<file path="src/red_macros.svh">
// Width macros for the reduction offload tile
// Narrow word, wide word, lane and operation code

`ifndef RED_MACROS_SVH
`define RED_MACROS_SVH

////////////////////////////////////////
// Data widths
////////////////////////////////////////

// Narrow operand and result
`define RED_NARROW_W 32

// Wide operand, split into signed lanes
`define RED_WIDE_W 256
`define RED_LANE_W 64
`define RED_LANES 4

// Reduction operation code
`define RED_OP_W 3

`endif
</file>
<file path="src/red_pkg.sv">
// Shared types of the reduction offload tile
// Reduction operation, compute-unit opcode and min/max selector

`include "red_macros.svh"

package red_pkg;

  ////////////////////////////////////////
  // Reduction request
  ////////////////////////////////////////

  // Codes 4 to 7 are invalid and give a zero result
  typedef enum logic [`RED_OP_W-1:0] {
    RED_ADD = 3'd0,
    RED_MUL = 3'd1,
    RED_MAX = 3'd2,
    RED_MIN = 3'd3
  } reduction_op_e;

  ////////////////////////////////////////
  // Wide compute unit command
  ////////////////////////////////////////

  typedef enum logic [1:0] {
    DCA_ADD    = 2'd0,
    DCA_MUL    = 2'd1,
    DCA_MINMAX = 2'd2
  } dca_op_e;

  typedef enum logic {
    DCA_SEL_MAX = 1'b0,
    DCA_SEL_MIN = 1'b1
  } dca_mode_e;

endpackage

</file>
<file path="src/wide_dca_translator.sv">
// Wide request translator
// Maps a reduction operation onto a compute-unit command and operand slots

`timescale 1ns/100ps

`include "red_macros.svh"

module wide_dca_translator (
  // Wide reduction request
  input  red_pkg::reduction_op_e   req_op_i,
  input  logic [`RED_WIDE_W-1:0]   req_operand1_i,
  input  logic [`RED_WIDE_W-1:0]   req_operand2_i,
  input  logic                     req_valid_i,
  output logic                     req_ready_o,
  // Compute-unit command
  output red_pkg::dca_op_e         dca_op_o,
  output red_pkg::dca_mode_e       dca_mode_o,
  output logic [`RED_WIDE_W-1:0]   dca_operand0_o,
  output logic [`RED_WIDE_W-1:0]   dca_operand1_o,
  output logic [`RED_WIDE_W-1:0]   dca_operand2_o,
  output logic                     dca_valid_o,
  input  logic                     dca_ready_i
);

  // Handshake passes straight through
  assign dca_valid_o = req_valid_i;
  assign req_ready_o = dca_ready_i;

  always_comb begin
    dca_op_o       = red_pkg::DCA_ADD;
    dca_mode_o     = red_pkg::DCA_SEL_MAX;
    dca_operand0_o = '0;
    dca_operand1_o = '0;
    dca_operand2_o = '0;

    case (req_op_i)
      // Add reads slots 1 and 2
      red_pkg::RED_ADD: begin
        dca_operand1_o = req_operand1_i;
        dca_operand2_o = req_operand2_i;
      end
      red_pkg::RED_MUL: begin
        dca_op_o       = red_pkg::DCA_MUL;
        dca_operand0_o = req_operand1_i;
        dca_operand1_o = req_operand2_i;
      end
      red_pkg::RED_MAX: begin
        dca_op_o       = red_pkg::DCA_MINMAX;
        dca_operand0_o = req_operand1_i;
        dca_operand1_o = req_operand2_i;
      end
      red_pkg::RED_MIN: begin
        dca_op_o       = red_pkg::DCA_MINMAX;
        dca_mode_o     = red_pkg::DCA_SEL_MIN;
        dca_operand0_o = req_operand1_i;
        dca_operand1_o = req_operand2_i;
      end
      default: begin
        // Unknown op, add of zeros
      end
    endcase
  end

endmodule

</file>
<file path="config.mk">
export PLATFORM = sky130hd
export DESIGN_NAME = wide_dca_translator
export DESIGN_NICKNAME = d
export VERILOG_FILES = /design/src/red_pkg.sv /design/src/wide_dca_translator.sv
export VERILOG_INCLUDE_DIRS = /design/src
export SDC_FILE = /design/constraint.sdc
export NUM_CORES = 1
export LEC_CHECK = 0
export BUFFER_PORTS_ARGS = -buffer_cell sky130_fd_sc_hd__buf_2
export CORE_AREA = 2 2 502 504
export DETAILED_ROUTE_END_ITERATION = 16
export DIE_AREA = 0 0 504 506
export GPL_ROUTABILITY_DRIVEN = 0
export SETUP_SLACK_MARGIN = 0.1
export SLEW_MARGIN = 10
export SYNTH_ARGS = -nofsm -noshare
export SYNTH_HDL_FRONTEND = slang
export SYNTH_SLANG_ARGS = --single-unit
</file>
<file path="constraint.sdc">
create_clock -name vclk -period 4.4
set_input_delay 0.88 -clock vclk [all_inputs]
set_output_delay 0.88 -clock vclk [all_outputs]
set_load 0.01 [all_outputs]
</file>
==> run summary <==
Slew at the pin with the worst max-slew slack = 0.802 ns
Most common cell after layout, fill and taps aside = buf_2
# setup viols final = 0
Commonest cells after routing, fill and taps aside = buf_2 (1221), and2_1 (513), a21oi_1 (256)
Xor/xnor share of the synthesized area = 0%
DRT Pass-1 Iters = 6
Share of cells above drive strength 1 = 51.2%
Reg power frac = 0%
Pins Over Slew Limit = 0
Pleak = 9.33 nW
Seq Cell Count = 0
Setup WS post-layout = 0.673 ns
Vias in the first global route = 15400
Initial antenna violation count = 373
Net Sw Power = 0.00150 W
Min cycle time layout = 3.73 ns
Final period util = 84.7%
Number of vias per cell = 3.03
Initial core utilization = 3.57%
Postcts setup bufs = 0
Core outline area = 0.250 mm2
Dpl hpwl = 228000 um
Status = complete, no violations
Clock network power share = 0%
Distinct cell type count after synthesis = 16
Crit-path max FO = 51
WS Path Type = in2out
PortBufs = 1286
Layout Nets = 3141
Hold Buf Count CTS = 0
Register area share after synthesis = 0%
Die Ht = 506 um
DR vias = 18600
Post-synthesis adder-cell area fraction = 0%
Routed len/inst = 39.7 um
Layout area overhead = 133%
Startpoint type of the worst setup path = input pin
Max cap viols = 0
Post-Place Setup Slack = 0.525 ns
Power density over cell area = 109 mW/mm2
Gate power share = 100.0%
Rel. slew slack = 46.5%
Fill cells = 29800
Pint = 0.000761 W
First-pass GRT wire length = 279000 um
Die area = 0.255 mm2
Mapped Cells = 1486
Worst Setup End Kind = output port
Ports = 1290
Synth Cell Area = 0.00893 mm2
Pin count of the biggest net entering global routing = 114
Horiz. Die Dim = 504 um
Routed WL = 244000 um
Post-route ant nets = 0
Finished Core Util = 8.32%
Iter 0 DRT Violations = 1819
Mean Syn Cell Area = 6.01 um2
Complex-gate fraction of the synthesized area = 28.8%
Post-synthesis mux area share = 0%
VDD IR max = 0.0454 mV
Number of clock buffers in the layout = 0
Pwr Total = 0.00226 W
Final hold violation count = 0
Sequential Area = 0 um2
Sw Share = 66.4%
Yosys warnings = 0
Required @ worst endpoint = 3.52 ns
Mapped Nets = 2003
Worst EP arrival = 2.85 ns
Setup TNS = 0 ns
DRC viols = 0
Post-CTS sizing = 0
GRT Resource Usage Total = 18.2%
Fmax = 268 MHz
Congestion Overflow GR = 0
FP Rows = 184
Main combinational cell family by area after synthesis = simple AND/OR/NAND/NOR gates
Hold Crit Class = in2out
RSZ-0062 raised after global routing = false
Simple-gate share of the synthesized area = 61.3%
==> routing by layer <==
layer	vias to the layer above	routed length [um]	global-route usage (%)
li1	7607	-	-
met1	8467	97800	22.0
met2	1800	100000	27.4
met3	582	35100	10.6
met4	182	9830	4.69
met5	-	1240	0.0185
==> synth_stat cells (all sizes together) <==
cell	n	area [um2]
a21oi	256	1280
and2	513	3210
buf	39	241
clkbuf	162	646
nor2b	1	6.26
nor3	1	10.0
nor3b	1	7.51
o21ai	256	1280
o21ba	1	10.0
or3b	256	2240
==> per-stage QoR <==
step	area [um2]	instances	hold slack, ns
final	20800	6144	1.76
after global routing	20500	6037	1.76
after CTS	20400	5970	1.77
after detailed placement	20400	5970	1.77
after global placement	20400	5970	1.77
after floorplan	8930	1486	1.85
==> final cells by class <==
type,count,area (um2),share of cell area (%)
tap,3348,4190,20.1
timing repair buffer,1337,8110,39.0
antenna,174,435,2.09
multi-input combinational,1285,8060,38.8
==> logic make-up after synthesis <==
kind of cell,Yosys count
AO/OA/AOI/OAI,513
buffers and inverters,201
AND/OR/NAND/NOR,772
==> power groups by stage <==
| stage | Sequential (W) | Combinational (W) | Clock [W] |
|---|---|---|---|
| after floorplan | 0 | 0.000732 | 0 |
| after global placement | 0 | 0.00230 | 0 |
| after global routing | 0 | 0.00238 | 0.00000000162 |
| after CTS | 0 | 0.00231 | 0 |
| after detailed placement | 0 | 0.00230 | 0 |
| final | 0 | 0.00226 | 0.00000000340 |
==> final timing paths <==
path / startpoint / end / slack [ns] / depth (start not counted)
worst min-delay path: dca_ready_i / req_ready_o / 1.76 / 0
worst max-delay path: req_op_i[0] / dca_operand1_o[109] / 0.67 / 6
==> worst max-delay path, stage by stage <==
cell,delay (ns)
buf_8,0.20
buf_12,0.28
buf_12,0.25
or3b_1,0.34
a21oi_1,0.38
buf_2,0.27
No activity file was read; power rests on OpenSTA's default activity.
