<file path="src/red_macros.svh">
// Width macros for the reduction offload tile
// Narrow word, wide word, lane and operation code

`ifndef RED_MACROS_SVH
`define RED_MACROS_SVH

////////////////////////////////////////
// Data widths
////////////////////////////////////////

// Narrow operand and result
`define RED_NARROW_W 32

// Wide operand, split into signed lanes
`define RED_WIDE_W 256
`define RED_LANE_W 64
`define RED_LANES 4

// Reduction operation code
`define RED_OP_W 3

`endif
</file>
<file path="src/red_pkg.sv">
// Shared types of the reduction offload tile
// Reduction operation, compute-unit opcode and min/max selector

`include "red_macros.svh"

package red_pkg;

  ////////////////////////////////////////
  // Reduction request
  ////////////////////////////////////////

  // Codes 4 to 7 are invalid and give a zero result
  typedef enum logic [`RED_OP_W-1:0] {
    RED_ADD = 3'd0,
    RED_MUL = 3'd1,
    RED_MAX = 3'd2,
    RED_MIN = 3'd3
  } reduction_op_e;

  ////////////////////////////////////////
  // Wide compute unit command
  ////////////////////////////////////////

  typedef enum logic [1:0] {
    DCA_ADD    = 2'd0,
    DCA_MUL    = 2'd1,
    DCA_MINMAX = 2'd2
  } dca_op_e;

  typedef enum logic {
    DCA_SEL_MAX = 1'b0,
    DCA_SEL_MIN = 1'b1
  } dca_mode_e;

endpackage

</file>
<file path="src/narrow_reduction_alu.sv">
// Narrow reduction ALU
// 32-bit add, low-half mul, signed max and min behind a response register

`timescale 1ns/100ps

`include "red_macros.svh"

module narrow_reduction_alu (
  input  logic                       clk_i,
  input  logic                       rst_n_i,
  // Request
  input  red_pkg::reduction_op_e     req_op_i,
  input  logic [`RED_NARROW_W-1:0]   req_operand1_i,
  input  logic [`RED_NARROW_W-1:0]   req_operand2_i,
  input  logic                       req_valid_i,
  output logic                       req_ready_o,
  // Response
  output logic [`RED_NARROW_W-1:0]   resp_result_o,
  output logic                       resp_valid_o,
  input  logic                       resp_ready_i
);

  logic [`RED_NARROW_W-1:0] result_d;
  logic [`RED_NARROW_W-1:0] result_q;
  logic                     valid_q;
  logic                     accept;

  // Room when empty or drained this cycle
  assign req_ready_o = !valid_q || resp_ready_i;
  assign accept      = req_valid_i && req_ready_o;

  ////////////////////////////////////////
  // Compute
  ////////////////////////////////////////

  always_comb begin
    case (req_op_i)
      red_pkg::RED_ADD: begin
        result_d = req_operand1_i + req_operand2_i;
      end
      red_pkg::RED_MUL: begin
        // Low half of the product
        result_d = req_operand1_i * req_operand2_i;
      end
      red_pkg::RED_MAX: begin
        result_d = ($signed(req_operand1_i) > $signed(req_operand2_i)) ?
                   req_operand1_i : req_operand2_i;
      end
      red_pkg::RED_MIN: begin
        result_d = ($signed(req_operand1_i) < $signed(req_operand2_i)) ?
                   req_operand1_i : req_operand2_i;
      end
      default: begin
        result_d = '0;
      end
    endcase
  end

  ////////////////////////////////////////
  // Response register
  ////////////////////////////////////////

  always_ff @(posedge clk_i) begin
    if (!rst_n_i) begin
      valid_q <= 1'b0;
    end else if (accept) begin
      valid_q <= 1'b1;
    end else if (resp_ready_i) begin
      valid_q <= 1'b0;
    end
  end

  // Held while stalled
  always_ff @(posedge clk_i) begin
    if (accept) begin
      result_q <= result_d;
    end
  end

  assign resp_result_o = result_q;
  assign resp_valid_o  = valid_q;

endmodule

</file>
<file path="config.mk">
export PLATFORM = sky130hd
export DESIGN_NAME = narrow_reduction_alu
export DESIGN_NICKNAME = d
export VERILOG_FILES = /design/src/red_pkg.sv /design/src/narrow_reduction_alu.sv
export VERILOG_INCLUDE_DIRS = /design/src
export SDC_FILE = /design/constraint.sdc
export NUM_CORES = 1
export LEC_CHECK = 0
export BUFFER_PORTS_ARGS = -buffer_cell sky130_fd_sc_hd__buf_4
export CAP_MARGIN = 20
export CORE_UTILIZATION = 40
export CTS_BUF_LIST = sky130_fd_sc_hd__clkbuf_8
export CTS_CLUSTER_SIZE = 24
export DETAILED_ROUTE_END_ITERATION = 10
export GPL_TIMING_DRIVEN = 0
export PLACE_DENSITY = 0.65
export SLEW_MARGIN = 20
export SYNTH_ARGS = -nofsm -noshare
export SYNTH_HDL_FRONTEND = slang
export SYNTH_SLANG_ARGS = --single-unit
</file>
<file path="constraint.sdc">
create_clock -name clk_i -period 12.4 [get_ports clk_i]
set_input_delay 1.24 -clock clk_i [delete_from_list [all_inputs] [get_ports clk_i]]
set_output_delay 1.24 -clock clk_i [all_outputs]
set_load 0.05 [all_outputs]
</file>
==> flow_summary.json <==
{
  "ys_types": 75,
  "critical_path_peak_fanout": 10,
  "place.gp.congestion": 0.985,
  "cp-end-kind": "flip-flop",
  "ant_nets": 0,
  "worstReg2RegStart": "resp_valid_o",
  "fin_crit_ns": 10.06,
  "synthTopCellsByArea": "fa_1, ha_1, and2_1",
  "holdPathEnd": "resp_valid_o",
  "timing.rr.end": "resp_result_o[13]",
  "cts_hold_buf": 0,
  "finClkSkew_ns": 0.00534,
  "die_y_um": 226,
  "drt_first_pass_iters": 6,
  "grt_overflow": 0,
  "slew_viol_final": 0,
  "rows": 81,
  "io_buffers": 103,
  "setup_viol": 0,
  "via_per_inst": 5.54,
  "rsz0062_at_grt": "no",
  "drtIter0Drc": 1625,
  "tritoncts": "built",
  "fin_hold_ws_ns": 0.547,
  "synth-edff-count": 32,
  "totalWireLength_um": 77900,
  "pin_count": 105,
  "min_from": "resp_valid_o",
  "synth.yosys.seq_area_share": 0.0489,
  "critical_path_class": "in -> reg",
  "grt_pass1_wl_um": 116000,
  "drv_cap": 0,
  "gr-usage-all-layers": 0.317,
  "clock-sinks": 33,
  "wl_per_cell_um": 25.7,
  "ys_async_sr_fraction": 0,
  "final_util": 0.443,
  "dieArea_sq_um": 51100,
  "slew_headroom": 0.180,
  "min_path_type": "reg -> reg",
  "root_buffer": "clkbuf_8",
  "hold_depth": 2,
  "grt_max_degree": 30,
  "drc_errors": 0,
  "dp_hpwl_um": 63700,
  "vias": 16772,
  "netlist_instances": 2250,
  "r2r_cells": 3,
  "fin_crit_sh": 0.811,
  "synth_top_cell_area_share": 0.408,
  "clock.fmax_mhz": 99.4,
  "initial_core_util": 0.407,
  "avgSynthCellArea_sq_um": 8.92,
  "clk_latency_ns": 0.31,
  "rrSetupSlack_ns": 11.21,
  "syn_area_sq_um": 20100,
  "htreeDepth": 2,
  "hold_violations": 0,
  "fillers": 4965,
  "core_sq_um": 49300,
  "synthTopCellsByCount": "inv_1, fa_1, and2_1",
  "synthesis.nets": 2916,
  "yosysWarningCount": 0,
  "final_nets": 3029,
  "cts-resized-gates": 0,
  "grt_pass1_vias": 17923,
  "post_cts_buffers": 0,
  "outcome": "completed",
  "syn_to_final_growth_pct": 8.72,
  "ys_ff_latch": 33,
  "cts_buffers": 5,
  "start_kind": "input port",
  "yosysTopAreaCell": "fa_1",
  "ys.flop_type": "edfxtp_1",
  "yosysMostFrequentCell": "inv_1",
  "required_ns": 12.42,
  "antenna_found_initial": 3,
  "worst_pin_slew_ns": 1.23,
  "tns_ns": 0,
  "die_x_um": 226,
  "drive_above_1_share": 0.0711,
  "arrival_ns": 10.08,
  "clock_tree.buffer_depth": 2,
  "clk_pin_slew_ns": 0.08
}
==> how the worst max path moves through the flow <==
stage                                   end                from  cells after the start  slack (ns)
after detailed placement  resp_result_o[30]   req_operand2_i[3]                     25        2.18
after global routing      resp_result_o[31]   req_operand2_i[2]                     26        2.27
after CTS                 resp_result_o[30]   req_operand2_i[3]                     25        2.45
after global placement    resp_result_o[30]   req_operand2_i[3]                     25        2.21
final                     resp_result_o[31]   req_operand2_i[3]                     26        2.34
after floorplan           resp_result_o[31]  req_operand1_i[12]                     25        4.39
==> critical path, cell delays in order <==
cell and delay, ns:
buf_4 0.13, clkbuf_1 0.91, clkbuf_1 0.66, and2_1 0.25
fa_1 0.41, inv_1 0.07, fa_1 0.43, fa_1 0.49
fa_1 0.55, inv_1 0.05, fa_1 0.50, inv_1 0.05
fa_1 0.52, inv_1 0.05, fa_1 0.39, fa_1 0.51
ha_1 0.39, nand2_1 0.13, nor3_1 0.50, nand3_1 0.19
o2111a_1 0.32, o31ai_1 0.51, a21o_1 0.20, a21oi_1 0.09
xnor2_1 0.31, o221ai_1 0.17
==> layout make-up <==
| class | instances | area (sq um) | share of cell area |
|---|---|---|---|
| multi-input combinational | 1659 | 16900 | 0.776 |
| inverter | 437 | 1640 | 0.0752 |
| sequential | 33 | 981 | 0.0450 |
| tap | 664 | 831 | 0.0381 |
| timing repair buffer | 106 | 820 | 0.0376 |
| buffer | 121 | 518 | 0.0237 |
| clock buffer | 5 | 68.8 | 0.00315 |
| clock inverter | 3 | 17.5 | 0.000803 |
| antenna | 2 | 5.00 | 0.000229 |
==> state kept, by name (all words and copies together) (netlist names) <==
signal / cells
resp_valid_o: 1
resp_result_o: 32
==> stage by stage <==
stage | cells | worst slack [ns] | cell area (sq um)
after floorplan | 2250 | 4.39 | 20100
after global placement | 3017 | 2.21 | 21700
after detailed placement | 3020 | 2.18 | 21700
after CTS | 3028 | 2.45 | 21800
after global routing | 3029 | 2.27 | 21800
final | 3030 | 2.34 | 21800
==> routing by layer <==
| metal | global-route usage | up-vias | part of all wire |
|---|---|---|---|
| met1 | 0.413 | 8533 | 0.40 |
| met4 | 0.131 | 0 | 0.050 |
| met3 | 0.0730 | 180 | 0.097 |
| met2 | 0.507 | 897 | 0.45 |
| met5 | 0 | - | 0 |
| li1 | - | 7162 | - |
==> kinds of logic (layout without fill, tap and decap cells) <==
logic type      Yosys count  after routing  share of synthesized area
xor+xnor                110            110                     0.0480
flops                    33             33                     0.0489
buf+inv                 558            672                      0.107
simple gates            693            693                      0.178
fa+ha+maj               595            595                      0.524
mux                      16             16                    0.00798
compound gates          245            245                     0.0863
other cells               0              2                          0
==> cells in the final DEF, fill, tap and decap left out, types with 6 or more instances in the layout <==
master and n:
inv_1 433, fa_1 409, and2_1 281, nand2_1 245, ha_1 186, buf_4 107, clkbuf_1 95, nor2_1 88
xnor2_1 86, a21oi_1 70, edfxtp_1 32, xor2_1 24, o21ai_0 21, o21ai_1 17, o221ai_1 17, mux2i_1 16
a222oi_1 16, nor3_1 15, nand3_1 11, a21o_1 11, a22oi_1 11, buf_2 10, nor2b_1 10, o211ai_1 10
o21bai_1 9, nand2b_1 8, o31ai_1 8, a21oi_2 6, nand4_1 6
Power is not shown: default switching activity piles up to over one toggle a cycle in this logic, so the estimate is an artifact.
